## src/verilog/aluPkg.sv

```systemverilog
/*
 * shared widths, credit and queue sizes, opcode enum
 * and the packed operation, result and flag structs of the execution unit
 */
`default_nettype none

package aluPkg;

	// data path widths
	localparam int WORD_W = 32;
	localparam int TAG_W = 4;
	localparam int SHAMT_W = 5;

	// input queue entries, also the producer credits after reset
	localparam int QUEUE_DEPTH = 4;
	localparam int QPTR_W = $clog2(QUEUE_DEPTH);

	// output credits owned by the unit after reset
	localparam int RES_CREDITS = 2;
	localparam int CREDIT_W = 3;

	typedef logic [WORD_W-1:0] wordT;
	typedef logic [TAG_W-1:0] tagT;
	typedef logic [SHAMT_W-1:0] shamtT;
	typedef logic [CREDIT_W-1:0] creditT;

	// register port address
	typedef logic [1:0] cfgAddrT;
	localparam cfgAddrT CTRL = 2'd0;
	localparam cfgAddrT STATUS = 2'd1;
	localparam cfgAddrT COUNT = 2'd2;

	typedef enum logic [3:0] {
		ADD,
		SUB,
		AND,
		OR,
		XOR,
		SLL,
		SRL,
		SRA,
		SLT
	} aluOpcodeT;

	typedef struct packed {
		logic zero;
		logic negative;
		logic carry;
		logic overflow;
	} aluFlagsT;

	// 72 bits: opcode, operands, tag
	typedef struct packed {
		aluOpcodeT opcode;
		wordT a;
		wordT b;
		tagT tag;
	} aluOpT;

	// 40 bits: result, flags, tag
	typedef struct packed {
		wordT result;
		aluFlagsT flags;
		tagT tag;
	} aluResT;

endpackage

`default_nettype wire

```

## src/verilog/claAdder32.sv

```systemverilog
/*
 * carry-lookahead adders: 4-bit block, 16-bit block from four 4-bit blocks,
 * and the 32-bit adder from two 16-bit blocks with carry out and overflow
 */
`timescale 1ns/100ps
`default_nettype none

module cla4 (
	input wire logic [3:0] inA,
	input wire logic [3:0] inB,
	input wire logic cin,
	output logic [3:0] sum,
	output logic pGroup,
	output logic gGroup,
	output logic c3
);
	// per-bit propagate and generate
	logic [3:0] p;
	logic [3:0] g;
	// carry into each bit
	logic [3:0] c;

	assign p = inA ^ inB;
	assign g = inA & inB;

	// lookahead carries, two-level sum of products
	assign c[0] = cin;
	assign c[1] = g[0] | (p[0] & cin);
	assign c[2] = g[1] | (p[1] & g[0]) | (p[1] & p[0] & cin);
	assign c[3] = g[2] | (p[2] & g[1]) | (p[2] & p[1] & g[0]) | (p[2] & p[1] & p[0] & cin);

	// group signals for the next lookahead level
	assign pGroup = &p;
	assign gGroup = g[3] | (p[3] & g[2]) | (p[3] & p[2] & g[1]) | (p[3] & p[2] & p[1] & g[0]);

	assign sum = p ^ c;
	assign c3 = c[3];
endmodule

module cla16 (
	input wire logic [15:0] inA,
	input wire logic [15:0] inB,
	input wire logic cin,
	output logic [15:0] sum,
	output logic pGroup,
	output logic gGroup,
	output logic cMsb
);
	// group propagate and generate of the four blocks
	logic [3:0] p;
	logic [3:0] g;
	// carry into each block
	logic [3:0] c;

	// second-level lookahead, no ripple between blocks
	assign c[0] = cin;
	assign c[1] = g[0] | (p[0] & cin);
	assign c[2] = g[1] | (p[1] & g[0]) | (p[1] & p[0] & cin);
	assign c[3] = g[2] | (p[2] & g[1]) | (p[2] & p[1] & g[0]) | (p[2] & p[1] & p[0] & cin);

	assign pGroup = &p;
	assign gGroup = g[3] | (p[3] & g[2]) | (p[3] & p[2] & g[1]) | (p[3] & p[2] & p[1] & g[0]);

	// only the top block's bit-3 carry is the carry into bit 15
	cla4 u_cla4_0 (.inA(inA[3:0]), .inB(inB[3:0]), .cin(c[0]), .sum(sum[3:0]),
		.pGroup(p[0]), .gGroup(g[0]), .c3());
	cla4 u_cla4_1 (.inA(inA[7:4]), .inB(inB[7:4]), .cin(c[1]), .sum(sum[7:4]),
		.pGroup(p[1]), .gGroup(g[1]), .c3());
	cla4 u_cla4_2 (.inA(inA[11:8]), .inB(inB[11:8]), .cin(c[2]), .sum(sum[11:8]),
		.pGroup(p[2]), .gGroup(g[2]), .c3());
	cla4 u_cla4_3 (.inA(inA[15:12]), .inB(inB[15:12]), .cin(c[3]), .sum(sum[15:12]),
		.pGroup(p[3]), .gGroup(g[3]), .c3(cMsb));
endmodule

module claAdder32 (
	input wire aluPkg::wordT inA,
	input wire aluPkg::wordT inB,
	input wire logic cin,
	output aluPkg::wordT sum,
	output logic cout,
	output logic overflow
);
	logic [1:0] p;
	logic [1:0] g;
	// carry into the upper half
	logic cHi;
	// carry into bit 31
	logic c31;

	// top-level lookahead over the two halves
	assign cHi = g[0] | (p[0] & cin);
	assign cout = g[1] | (p[1] & g[0]) | (p[1] & p[0] & cin);

	cla16 u_cla16_0 (.inA(inA[15:0]), .inB(inB[15:0]), .cin(cin), .sum(sum[15:0]),
		.pGroup(p[0]), .gGroup(g[0]), .cMsb());
	cla16 u_cla16_1 (.inA(inA[31:16]), .inB(inB[31:16]), .cin(cHi), .sum(sum[31:16]),
		.pGroup(p[1]), .gGroup(g[1]), .cMsb(c31));

	// signed overflow when carry into and out of the sign bit differ
	assign overflow = cout ^ c31;
endmodule

`default_nettype wire

```

## src/verilog/aluLogicShift.sv

```systemverilog
/*
 * bitwise logic and barrel shift unit
 * AND, OR, XOR, SLL, SRL, SRA on one operand pair
 */
`timescale 1ns/100ps
`default_nettype none

module aluLogicShift (
	input wire aluPkg::aluOpcodeT opcode,
	input wire aluPkg::wordT a,
	input wire aluPkg::wordT b,
	output aluPkg::wordT result
);
	// shift amount from the low bits of b only
	aluPkg::shamtT shamt;

	assign shamt = b[aluPkg::SHAMT_W-1:0];

	always_comb begin
		case (opcode)
			aluPkg::AND: begin
				result = a & b;
			end
			aluPkg::OR: begin
				result = a | b;
			end
			aluPkg::XOR: begin
				result = a ^ b;
			end
			aluPkg::SLL: begin
				result = a << shamt;
			end
			aluPkg::SRL: begin
				result = a >> shamt;
			end
			aluPkg::SRA: begin
				// sign bit fills from the left
				result = aluPkg::wordT'($signed(a) >>> shamt);
			end
			default: begin
				// add, sub and slt come from the adder
				result = '0;
			end
		endcase
	end
endmodule

`default_nettype wire

```

## src/verilog/aluRegs.sv

```systemverilog
/*
 * configuration and status registers behind a synchronous register port
 * saturation enable, sticky overflow and result counter
 */
`timescale 1ns/100ps
`default_nettype none

module aluRegs (
	input wire logic clk,
	input wire logic arstN,
	input wire logic cfgWrite,
	input wire aluPkg::cfgAddrT cfgAddr,
	input wire aluPkg::wordT cfgWdata,
	input wire logic resFire,
	input wire logic resOvf,
	output aluPkg::wordT cfgRdata,
	output logic satEn
);
	logic stickyOvf;
	aluPkg::wordT resCount;

	logic wrCtrl;
	logic wrStatus;
	logic wrCount;

	assign wrCtrl = cfgWrite && (cfgAddr == aluPkg::CTRL);
	assign wrStatus = cfgWrite && (cfgAddr == aluPkg::STATUS);
	assign wrCount = cfgWrite && (cfgAddr == aluPkg::COUNT);

	always_ff @(posedge clk or negedge arstN) begin
		if (!arstN) begin
			satEn <= 1'b0;
			stickyOvf <= 1'b0;
			resCount <= '0;
		end else begin
			if (wrCtrl) begin
				satEn <= cfgWdata[0];
			end
			// a new overflow wins over a clear in the same cycle
			if (resFire && resOvf) begin
				stickyOvf <= 1'b1;
			end else if (wrStatus && cfgWdata[0]) begin
				stickyOvf <= 1'b0;
			end
			// write restarts the count, a result on that edge still counts
			if (wrCount) begin
				resCount <= aluPkg::wordT'(resFire);
			end else begin
				resCount <= resCount + aluPkg::wordT'(resFire);
			end
		end
	end

	// read data straight from the address
	always_comb begin
		case (cfgAddr)
			aluPkg::CTRL: cfgRdata = {{(aluPkg::WORD_W-1){1'b0}}, satEn};
			aluPkg::STATUS: cfgRdata = {{(aluPkg::WORD_W-1){1'b0}}, stickyOvf};
			aluPkg::COUNT: cfgRdata = resCount;
			default: cfgRdata = '0;
		endcase
	end
endmodule

`default_nettype wire

```

## src/verilog/opQueue.sv

```systemverilog
/*
 * credited input queue of operations
 * circular buffer, one credit pulse returned per pop
 */
`timescale 1ns/100ps
`default_nettype none

module opQueue (
	input wire logic clk,
	input wire logic arstN,
	input wire logic opValid,
	input wire aluPkg::aluOpT op,
	input wire logic pop,
	output logic headValid,
	output aluPkg::aluOpT head,
	output logic opCredit
);
	aluPkg::aluOpT mem [aluPkg::QUEUE_DEPTH];

	logic [aluPkg::QPTR_W-1:0] wrPtr;
	logic [aluPkg::QPTR_W-1:0] rdPtr;
	// occupancy, 0 to QUEUE_DEPTH
	logic [aluPkg::QPTR_W:0] used;

	logic full;
	logic doWrite;
	logic doPop;

	assign full = (used == (aluPkg::QPTR_W + 1)'(aluPkg::QUEUE_DEPTH));
	assign headValid = (used != '0);
	assign head = mem[rdPtr];

	// write into a full queue is a producer error and is dropped
	assign doWrite = opValid && !full;
	assign doPop = pop && headValid;

	always_ff @(posedge clk or negedge arstN) begin
		if (!arstN) begin
			wrPtr <= '0;
			rdPtr <= '0;
			used <= '0;
			opCredit <= 1'b0;
		end else begin
			if (doWrite) begin
				wrPtr <= wrPtr + 1'b1;
			end
			if (doPop) begin
				rdPtr <= rdPtr + 1'b1;
			end
			case ({doWrite, doPop})
				2'b10: used <= used + 1'b1;
				2'b01: used <= used - 1'b1;
				default: used <= used;
			endcase
			// one credit back per entry freed
			opCredit <= doPop;
		end
	end

	// entry storage
	always_ff @(posedge clk) begin
		if (doWrite) begin
			mem[wrPtr] <= op;
		end
	end
endmodule

`default_nettype wire

```

## src/verilog/aluCore.sv

```systemverilog
/*
 * operand preparation, result select, flags and saturation
 * result register and output credit counter
 */
`timescale 1ns/100ps
`default_nettype none

module aluCore (
	input wire logic clk,
	input wire logic arstN,
	input wire logic headValid,
	input wire aluPkg::aluOpT head,
	input wire logic satEn,
	input wire aluPkg::wordT sum,
	input wire logic cout,
	input wire logic overflow,
	input wire aluPkg::wordT logicResult,
	input wire logic resCredit,
	output logic pop,
	output aluPkg::wordT addB,
	output logic addCin,
	output logic resValid,
	output aluPkg::aluResT res,
	output logic resFire,
	output logic resOvf
);
	// a credit is spent when its result leaves
	aluPkg::creditT outCredits;

	logic isArith;
	logic isSub;
	aluPkg::wordT selResult;
	aluPkg::aluResT nextRes;

	assign isArith = (head.opcode == aluPkg::ADD) || (head.opcode == aluPkg::SUB);
	// slt compares by subtracting
	assign isSub = (head.opcode == aluPkg::SUB) || (head.opcode == aluPkg::SLT);

	// two's complement subtract through the adder
	assign addB = isSub ? ~head.b : head.b;
	assign addCin = isSub;

	// pop only with a credit not already held by the result in flight
	assign pop = headValid && (outCredits != '0) &&
		!(resValid && (outCredits == aluPkg::creditT'(1)));

	always_comb begin
		if (isArith && satEn && overflow) begin
			// clamp toward the sign of a
			selResult = head.a[aluPkg::WORD_W-1] ? 32'h8000_0000 : 32'h7FFF_FFFF;
		end else if (isArith) begin
			selResult = sum;
		end else if (head.opcode == aluPkg::SLT) begin
			// signed less than is negative xor overflow of a - b
			selResult = {{(aluPkg::WORD_W-1){1'b0}}, sum[aluPkg::WORD_W-1] ^ overflow};
		end else begin
			selResult = logicResult;
		end
		nextRes.result = selResult;
		nextRes.flags.zero = (selResult == '0);
		nextRes.flags.negative = selResult[aluPkg::WORD_W-1];
		// carry and overflow only mean something for add and sub
		nextRes.flags.carry = isArith && cout;
		nextRes.flags.overflow = isArith && overflow;
		nextRes.tag = head.tag;
	end

	always_ff @(posedge clk or negedge arstN) begin
		if (!arstN) begin
			resValid <= 1'b0;
			outCredits <= aluPkg::creditT'(aluPkg::RES_CREDITS);
		end else begin
			resValid <= pop;
			outCredits <= outCredits + aluPkg::creditT'(resCredit) - aluPkg::creditT'(resValid);
		end
	end

	// result payload captured at the pop edge
	always_ff @(posedge clk) begin
		if (pop) begin
			res <= nextRes;
		end
	end

	// status events for the register block
	assign resFire = resValid;
	assign resOvf = resValid && res.flags.overflow;
endmodule

`default_nettype wire

```

## src/verilog/aluUnit.sv

```systemverilog
/*
 * top of the execution unit
 * input queue, core, adder, logic unit and register block
 */
`timescale 1ns/100ps
`default_nettype none

module aluUnit (
	input wire logic clk,
	input wire logic arstN,
	input wire logic opValid,
	input wire aluPkg::aluOpT op,
	input wire logic resCredit,
	input wire logic cfgWrite,
	input wire aluPkg::cfgAddrT cfgAddr,
	input wire aluPkg::wordT cfgWdata,
	output logic opCredit,
	output logic resValid,
	output aluPkg::aluResT res,
	output aluPkg::wordT cfgRdata
);
	// queue head
	logic headValid;
	aluPkg::aluOpT head;
	logic pop;

	// adder paths
	aluPkg::wordT addB;
	logic addCin;
	aluPkg::wordT sum;
	logic cout;
	logic overflow;

	aluPkg::wordT logicResult;

	// core to registers
	logic satEn;
	logic resFire;
	logic resOvf;

	opQueue u_opQueue (.clk(clk), .arstN(arstN), .opValid(opValid), .op(op), .pop(pop),
		.headValid(headValid), .head(head), .opCredit(opCredit));

	// adder and logic unit work straight off the queue head
	claAdder32 u_claAdder32 (.inA(head.a), .inB(addB), .cin(addCin), .sum(sum),
		.cout(cout), .overflow(overflow));

	aluLogicShift u_aluLogicShift (.opcode(head.opcode), .a(head.a), .b(head.b),
		.result(logicResult));

	aluCore u_aluCore (.clk(clk), .arstN(arstN), .headValid(headValid), .head(head),
		.satEn(satEn), .sum(sum), .cout(cout), .overflow(overflow),
		.logicResult(logicResult), .resCredit(resCredit), .pop(pop), .addB(addB),
		.addCin(addCin), .resValid(resValid), .res(res), .resFire(resFire),
		.resOvf(resOvf));

	aluRegs u_aluRegs (.clk(clk), .arstN(arstN), .cfgWrite(cfgWrite), .cfgAddr(cfgAddr),
		.cfgWdata(cfgWdata), .resFire(resFire), .resOvf(resOvf), .cfgRdata(cfgRdata),
		.satEn(satEn));
endmodule

`default_nettype wire

```

## config.mk

```make
export PLATFORM = sky130hd
export DESIGN_NAME = aluUnit
export DESIGN_NICKNAME = d
export VERILOG_FILES = /design/src/verilog/aluPkg.sv /design/src/verilog/claAdder32.sv /design/src/verilog/aluLogicShift.sv /design/src/verilog/aluRegs.sv /design/src/verilog/opQueue.sv /design/src/verilog/aluCore.sv /design/src/verilog/aluUnit.sv
export SDC_FILE = /design/constraint.sdc
export NUM_CORES = 1
export LEC_CHECK = 0
export BUFFER_PORTS_ARGS = -buffer_cell sky130_fd_sc_hd__buf_4
export CAP_MARGIN = 20
export CORE_MARGIN = 2
export CORE_UTILIZATION = 53
export CTS_BUF_LIST = sky130_fd_sc_hd__clkbuf_4 sky130_fd_sc_hd__clkbuf_8
export CTS_CLUSTER_DIAMETER = 200
export DETAILED_ROUTE_END_ITERATION = 8
export PLACE_DENSITY = 0.7
export SLEW_MARGIN = 5
export SYNTH_ARGS = -nofsm -noshare
export SYNTH_HDL_FRONTEND = slang
export SYNTH_SLANG_ARGS = --single-unit
export TNS_END_PERCENT = 100
```

## constraint.sdc

```tcl
create_clock -name clk -period 7.4 [get_ports clk]
set_input_delay 0 -clock clk [delete_from_list [all_inputs] [get_ports clk]]
set_output_delay 0 -clock clk [all_outputs]
set_load 0.02 [all_outputs]
```

# Word level (Yosys, flattened, before mapping)
# Memories as Yosys holds them, arrays and structs flattened.
# Cells that the tools add are included.
# op_classes
bitwise	267
shift	3
muxes	13
add_sub_neg	7
n_eq_ne	14
n_reduce_logical	36
# op_table
operator	count
$mux 32	6
$pmux 32 s6	1
$and 1x1->1	144
$pmux 32 s3	1
$or 1x1->1	93
$xor 4x4->4	16
$add 32x1->32	1
$and 32x32->32	1
$and 4x4->4	8
$logic_not 32->1	1
$not 32->32	1
$or 32x32->32	1
$reduce_and 16->1	2
$reduce_and 4->1	8
$shl 32x5->32	1
$shr 32x5->32	1
$sshr 32x5->32	1
$xor 32x32->32	1
$eq 4x3->1 const B	4
$logic_and 1x1->1	15
$eq 4x2->1 const B	2
$pmux 3 s2	1
$reduce_bool 3->1	2
$add 2x1->2 const B	2
17 further kinds	26
# totals
word_cells	356
mem_count	1
ramBits	288
regBits	86
# memory_table
memory	depth	width	read_ports	rd_ports_with_merged_regs	write_ports	line_no	text
u_opQueue.mem	4	72	1	0	1	opQueue.sv:18	aluPkg::aluOpT mem [aluPkg::QUEUE_DEPTH];

# Depth between registers and ports, before layout
# Gate-level depths: netlist of run 1.
# An unclocked memory read counts as a cell.
# logic_depth
ltp_word	24
mapped_depth	29
ltp_nobuf	24

# Cells and area by module
# Synthesis of run 1 repeated with hierarchy kept, for this count alone.
# unflattened
hier_cells	1755
hier_area_um2	22686.8
# by_module_without_submodules
module	seq_area_each_um2	area_each_um2	cells_each	n_inst
opQueue	8848.5	10839.1	414	1
aluLogicShift	0.0	5804.3	713	1
aluCore	1272.5	2524.9	213	1
aluRegs	850.8	1956.9	216	1
cla4 (u_claAdder32.u_cla16_0.u_cla4_2 ...)	0.0	182.7	23	5
cla4 (u_claAdder32.u_cla16_0.u_cla4_0 ...)	0.0	168.9	21	3
cla16	0.0	58.8	9	2
claAdder32	0.0	23.8	3	1

# Worst setup path before layout of run 1
# Ideal clock, no wire load.
# synth_path
kind	reg-to-reg
from	reg u_opQueue.rdPtr[0] (netlist bit)
to	reg, netlist name u_aluCore.res[7]
setup_slack_ns	1.641
n_path_buf	5
path_stages_with_launch	25
required_ns	7.266
arrival_ns	5.625
synth_period_minus_slack_ns	5.759
path_cell_list	dfrtp_1 > buf_6 > buf_6 > buf_6 > buf_2 > buf_1 > mux4_2 > xnor2_1 > ha_1 > nand2_1 > o21ai_0 > o311ai_0 > or3_1 > o22ai_1 > nor2_1 > fa_1 > xor2_1 > o21ai_0 > a21oi_1 > nand4_1 > nand2_1 > and4_1 > nand4_1 > o31ai_1 > and4b_1
# synth_rtl
item	line_no	text
start, declared	opQueue.sv:21	logic [aluPkg::QPTR_W-1:0] rdPtr;
start signal, assigned	opQueue.sv:48	rdPtr <= rdPtr + 1'b1;

==> results of run 1 <==
## stage by stage
step / cell area (sq um) / cells / hold WS, ns / util
2_1_floorplan: 21900 / 1850 / -0.296 / -
3_3_place_gp: 23600 / 2481 / 0.0777 / 0.578
3_5_place_dp: 23600 / 2481 / 0.0779 / 0.578
4_1_cts: 25600 / 2671 / 0.0262 / 0.626
5_1_grt: 25600 / 2672 / 0.0535 / 0.627
6_report: 25600 / 2672 / 0.0798 / 0.627
## kinds of logic (layout without fill, tap and decap cells)
family,after synthesis,in the layout
XOR/XNOR,86,86
flip-flops,373,373
multiplexers,159,159
buffers and inverters,198,488
AND/OR/NAND/NOR,508,508
AO/OA/AOI/OAI,411,411
adder cells (fa/ha/maj),115,115
## registers in the layout, indices dropped and copies added, names as in the netlist, 2 cells and up
name                  cells
u_aluCore.outCredits      3
u_aluCore.res            39
u_aluRegs.resCount       32
u_opQueue.mem           288
u_opQueue.rdPtr           2
u_opQueue.used            3
u_opQueue.wrPtr           2
## cells in the final DEF (no fill, tap or decap), drive strengths merged, types with 18 or more instances in the layout
cell / Yosys / routed
xor2: 28 / 28
a221oi: 22 / 22
buf: 58 / 203
nand2: 137 / 137
clkinv: 0 / 21
nand3: 26 / 26
a211oi: 22 / 22
dfrtp: 45 / 45
dlygate4sd3: 0 / 80
clkbuf: 44 / 85
ha: 106 / 106
xnor2: 58 / 58
nor2: 168 / 168
mux2: 40 / 40
inv: 96 / 99
nand4: 19 / 19
mux4: 68 / 68
o21ai: 79 / 79
o211ai: 25 / 25
nor3: 28 / 28
a21oi: 103 / 103
edfxtp: 327 / 327
and2: 44 / 44
a22oi: 18 / 18
o22ai: 39 / 39
mux2i: 51 / 51
## synthesized netlist by cell type, drive strengths merged (22+ instances only)
cell,instances
inv,96
nor2,168
mux2i,51
clkbuf,44
a211oi,22
nor3,28
mux2,40
edfxtp,327
dfrtp,45
and2,44
a221oi,22
ha,106
xor2,28
o22ai,39
o21ai,79
mux4,68
buf,58
nand3,26
a21oi,103
o211ai,25
xnor2,58
nand2,137
## worst min-delay path by stage
stage	to	slack [ns]
2_1_floorplan	u_aluCore.outCredits[0]	-0.30
3_3_place_gp	u_aluRegs.resCount[15]	0.08
3_5_place_dp	u_aluRegs.resCount[13]	0.08
4_1_cts	u_opQueue.mem[3][63]	0.03
5_1_grt	u_opQueue.mem[2][45]	0.05
6_report	u_opQueue.mem[0][8]	0.08
## per-layer routing
metal / global-route usage / wire length, um / vias to the layer above / part of all wire
li1: - / - / 7491 / -
met1: 0.459 / 29700 / 8478 / 0.41
met2: 0.511 / 32900 / 862 / 0.46
met3: 0.0622 / 5750 / 171 / 0.080
met4: 0.155 / 3580 / 0 / 0.050
met5: 0 / 0 / - / 0
## cell type report
class	instances	area [sq um]	share of cell area
Timing Repair Buffer	283	2360	0.0924
Tap cell	532	666	0.0260
Inverter	96	360	0.0141
Multi-Input combinational cell	1279	10100	0.393
Clock buffer	85	1030	0.0401
Sequential cell	373	11000	0.429
Clock inverter	24	140	0.00547
## what timing repair did
action,CTS,global route
hold buffers,81,0
setup endpoints to repair,0,0
endpoints found under the hold margin,340,0
==> flow_metrics.tcl, run 1 <==
set metrics [dict create \
    yosys_most_used_dff "edfxtp_1" \
    start_util 0.537 \
    cts_root_buf "clkbuf_8" \
    grt_pass1_vias 16800 \
    cts_tree "built" \
    setup_ws_ns 0.833 \
    worstReg2RegStart "u_opQueue.rdPtr[1]" \
    rsz0062_at_grt "false" \
    crit_path_end "u_aluCore.res[7]" \
    crit_start "u_opQueue.rdPtr[1]" \
    diodes 0 \
    yosysUniqueCellTypes 96 \
    synth_edf_count 327 \
    die_area_sq_um 43000 \
    hold_depth 2 \
    setup_viol 0 \
    cp_max_fo 29 \
    synth_fp_nets 2076 \
    syn_inst 1850 \
    cts-htree-levels 2 \
    drv_slew 0 \
    viasPerCell 6.36 \
    crit_buf_inv 0 \
    hold_class "primary input to register" \
    drive_above_1_share 0.217 \
    synth_seq_cells 373 \
    drtAntennaViolNets 0 \
    first_iter_violations 1865 \
    maxCapViolCount 0 \
    grt_max_degree 52 \
    port_buffers 153 \
    worst_pin_slew_ns 1.18 \
    yosysSeqAreaShare 0.500 \
    n_fill_cell 3212 \
    finalHoldViolCount 0 \
    slew-limit-headroom 0.208 \
    min_from "op[8]" \
    grt_usage 0.332 \
    synth_top_family_by_area "compound AO/OA/AOI/OAI gates" \
    critPathMaxStageDelay_ns 0.69 \
    vias 17000 \
    synth_xor_area_frac 0.0344 \
    r2r_cells 21 \
    cp-end-kind "register" \
    r2r_slack_ns 0.83 \
    syn_to_final_growth_pct 16.8 \
    synth_compound_area_frac 0.128 \
    ioPinCount 185 \
    arrival_ns 7.08 \
    insertion_delay_ns 0.67 \
    pre_cts_slack_ns 1.04 \
    numCtsBuffers 58 \
    fin_setup_tns_ns 0 \
    cp.required_ns 7.92 \
    cts.repair.resized 0 \
    max_freq_mhz 152 \
    synth_top_area_share 0.448 \
    gp_congestion 1.04 \
    synth_mux_area_frac 0.115 \
    clockBufferDepth 3 \
    crit_chain "mux4_2, nor2_4, nand2_2, xnor2_1, ha_1, nand2_1, o21ai_1, o311ai_0, or3_1, o22ai_1, nor2_1, fa_1, xor2_1, o21ai_0, a21oi_1, nand4_1, nand2_1, and4_1, nand4_1, o31ai_1, and4b_1" \
    synth_simple_gate_area_share 0.113 \
    cts_setup_buffers 0 \
    rows 74 \
    wl_per_cell_um 26.9 \
    cp-start-kind "register" \
    crit_family "simple AND/OR/NAND/NOR gates" \
    min_period_over_period 0.887 \
    die_w_um 207 \
    grt_pass1_wl_um 107000 \
    avgSynthCellArea_sq_um 11.9 \
    r2r_end "u_aluCore.res[7]" \
    antenna_found_initial 1 \
    synth_adder_area_share 0.0687 \
    skew_ns 0.0324 \
    synth_warnings 0 \
    slowest_stage "dfrtp_4" \
    path_class "register to register" \
    yosys.area.top_type "edfxtp_1" \
    period_minus_slack_ns 6.57 \
    syn_area_sq_um 21900 \
    drc 0 \
    cts_sinks 373 \
    clk_pin_slew_ns 0.06 \
    drt_first_pass_iters 6 \
    ys_top_cells_by_area "edfxtp_1 45%, mux4_2 7.0%, ha_1 6.0%, dfrtp_1 5.1%, nor2_1 2.8%" \
    die_h_um 207 \
    postRouteWirelength_um 71900 \
    dp_hpwl_um 51400 \
    crit_cells 21 \
    nets 2317 \
    core_area_sq_um 40800 \
    ys_async_sr_fraction 0.123 \
    grt_overflow 0 \
    status "completed" \
]
Power of run 1 is left out: the tool's default activity adds up to more than one toggle a clock period on the data nets, which glitch-free logic cannot reach.
==> inputs of run 2 (changes only) <==
Clock period 7.4 ns to 6.8 ns, I/O delays scaled along.
==> run 2 against run 1 <==
Utilization grew 0.12 points. Via count shrank 0.99%. Hold slack worse by 0.0016 ns. First-iteration DRC count fell by 1.6%.
==> flow_metrics.tcl, run 2 (synthesized netlist as in run 1, its figures left out) <==
set metrics [dict create \
    hold_depth 2 \
    cp-end-kind "register" \
    register_area_sq_um 11000 \
    worstReg2RegStart "u_opQueue.rdPtr[0]" \
    gp_congestion 1.00 \
    clockBufferDepth 3 \
    max_freq_mhz 162 \
    multiInputGateArea_sq_um 10100 \
    skew_ns 0.0195 \
    rsz0062_at_grt "false" \
    numCtsBuffers 58 \
    grt_pass1_vias 16400 \
    nets 2327 \
    grt_pass1_wl_um 105000 \
    viasPerCell 6.28 \
    period_minus_slack_ns 6.19 \
    cp-start-kind "register" \
    antenna_found_initial 1 \
    worst_pin_slew_ns 1.13 \
    cts-htree-levels 2 \
    drc 0 \
    stdcell_count 2679 \
    wl_per_cell_um 26.7 \
    slew-limit-headroom 0.245 \
    start_util 0.537 \
    cts_sinks 373 \
    cp.required_ns 7.22 \
    fin_setup_tns_ns 0 \
    regMostFlops "u_opQueue.mem" \
    largest_reg_flops 288 \
    grt_overflow 0 \
    cts_tree "built" \
    setup_viol 0 \
    postRouteWirelength_um 71500 \
    final_common_cell "edfxtp_1" \
    finalHoldViolCount 0 \
    insertion_delay_ns 0.67 \
    drtAntennaViolNets 0 \
    drt_first_pass_iters 6 \
    diodes 0 \
    syn_to_final_growth_pct 17.0 \
    dp_cells 2491 \
    die_h_um 207 \
    die_w_um 207 \
    crit_start "u_opQueue.rdPtr[0]" \
    path_class "register to register" \
    grt_max_degree 61 \
    reg.largest.list "u_opQueue.mem x288, u_aluCore.res x39, u_aluRegs.resCount x32" \
    port_buffers 153 \
    core_area_sq_um 40800 \
    cts_root_buf "clkbuf_8" \
    rows 74 \
    arrival_ns 6.61 \
    min_period_over_period 0.910 \
    first_iter_violations 1835 \
    hold_class "primary input to register" \
    vias 16800 \
    dp_hpwl_um 50700 \
    drive_above_1_share 0.214 \
    r2r_cells 22 \
    n_fill_cell 3204 \
    cts.repair.resized 0 \
    drv_slew 0 \
    die_area_sq_um 43000 \
    ioPinCount 185 \
    cp_max_fo 17 \
    status "completed" \
    grt_usage 0.330 \
    final_cell_mix "327 x edfxtp_1, 209 x buf_4, 165 x nor2_1" \
    maxCapViolCount 0 \
    min_from "op[54]" \
    clk_pin_slew_ns 0.07 \
]
## run 2: cell types whose count changed in the layout (fill, tap and decap cells not counted), sizes merged
cell	previous run	this run
clkinv	21	30
clkbuf	85	70
clkinvlp	0	2
inv	99	97
bufinv	0	3
buf	203	213
## run 2: final timing paths
check	end	slack, ns
max reg2reg	u_aluCore.res[7]	0.61
min in group asynchronous	u_aluCore.outCredits[1]	0.41
max in group asynchronous	u_opQueue.rdPtr[1]	6.11
max	u_aluCore.res[7]	0.61
min reg2reg	u_aluRegs.stickyOvf	0.51
min	u_opQueue.mem[2][54]	0.08
## run 2: area by class of cell
type,instances,share of cell area
clock inverters,36,0.0101
clock buffers,70,0.0346
repair buffers,293,0.0950
inverters,96,0.0140
well taps,532,0.0259
multi-input cells,1279,0.392
flip-flops and latches,373,0.428
## run 2: what timing repair did
action,CTS,global route
endpoints found under the hold margin,351,0
hold buffers,81,0
setup buffers,0,0
## run 2: metrics by stage
stage                     area [sq um]  hold WS, ns  utilization  setup slack (ns)
after floorplan                  21900       -0.296            -              1.04
after global placement           23700       0.0734        0.579             0.793
after detailed placement         23700       0.0677        0.580             0.643
after CTS                        25600       0.0380        0.628             0.618
after global routing             25700       0.0593        0.628             0.204
final                            25700       0.0782        0.628             0.610
## run 2: critical path, stage by stage, from the launching register on
cell	delay, ns
dfrtp_4	0.65
mux4_2	0.58
xor2_1	0.25
nand2_2	0.23
buf_4	0.27
xnor2_1	0.15
ha_1	0.35
a21oi_1	0.23
o21ai_1	0.15
o311ai_0	0.68
a32oi_1	0.18
a21oi_1	0.29
inv_1	0.07
a21oi_1	0.21
fa_1	0.23
xnor2_1	0.12
nor2_1	0.06
a211oi_1	0.22
a31oi_1	0.06
nor2_1	0.33
a21oi_1	0.11
a41oi_1	0.32
and4b_1	0.22
## run 2: per-layer routing
layer  share of wire  up-vias  track usage
met5               0        -            0
met4           0.045        0        0.149
met3           0.086      143       0.0575
met2            0.46      858        0.514
met1            0.41     8329        0.455
li1                -     7503            -
Power of run 2 is left out for the same reason.
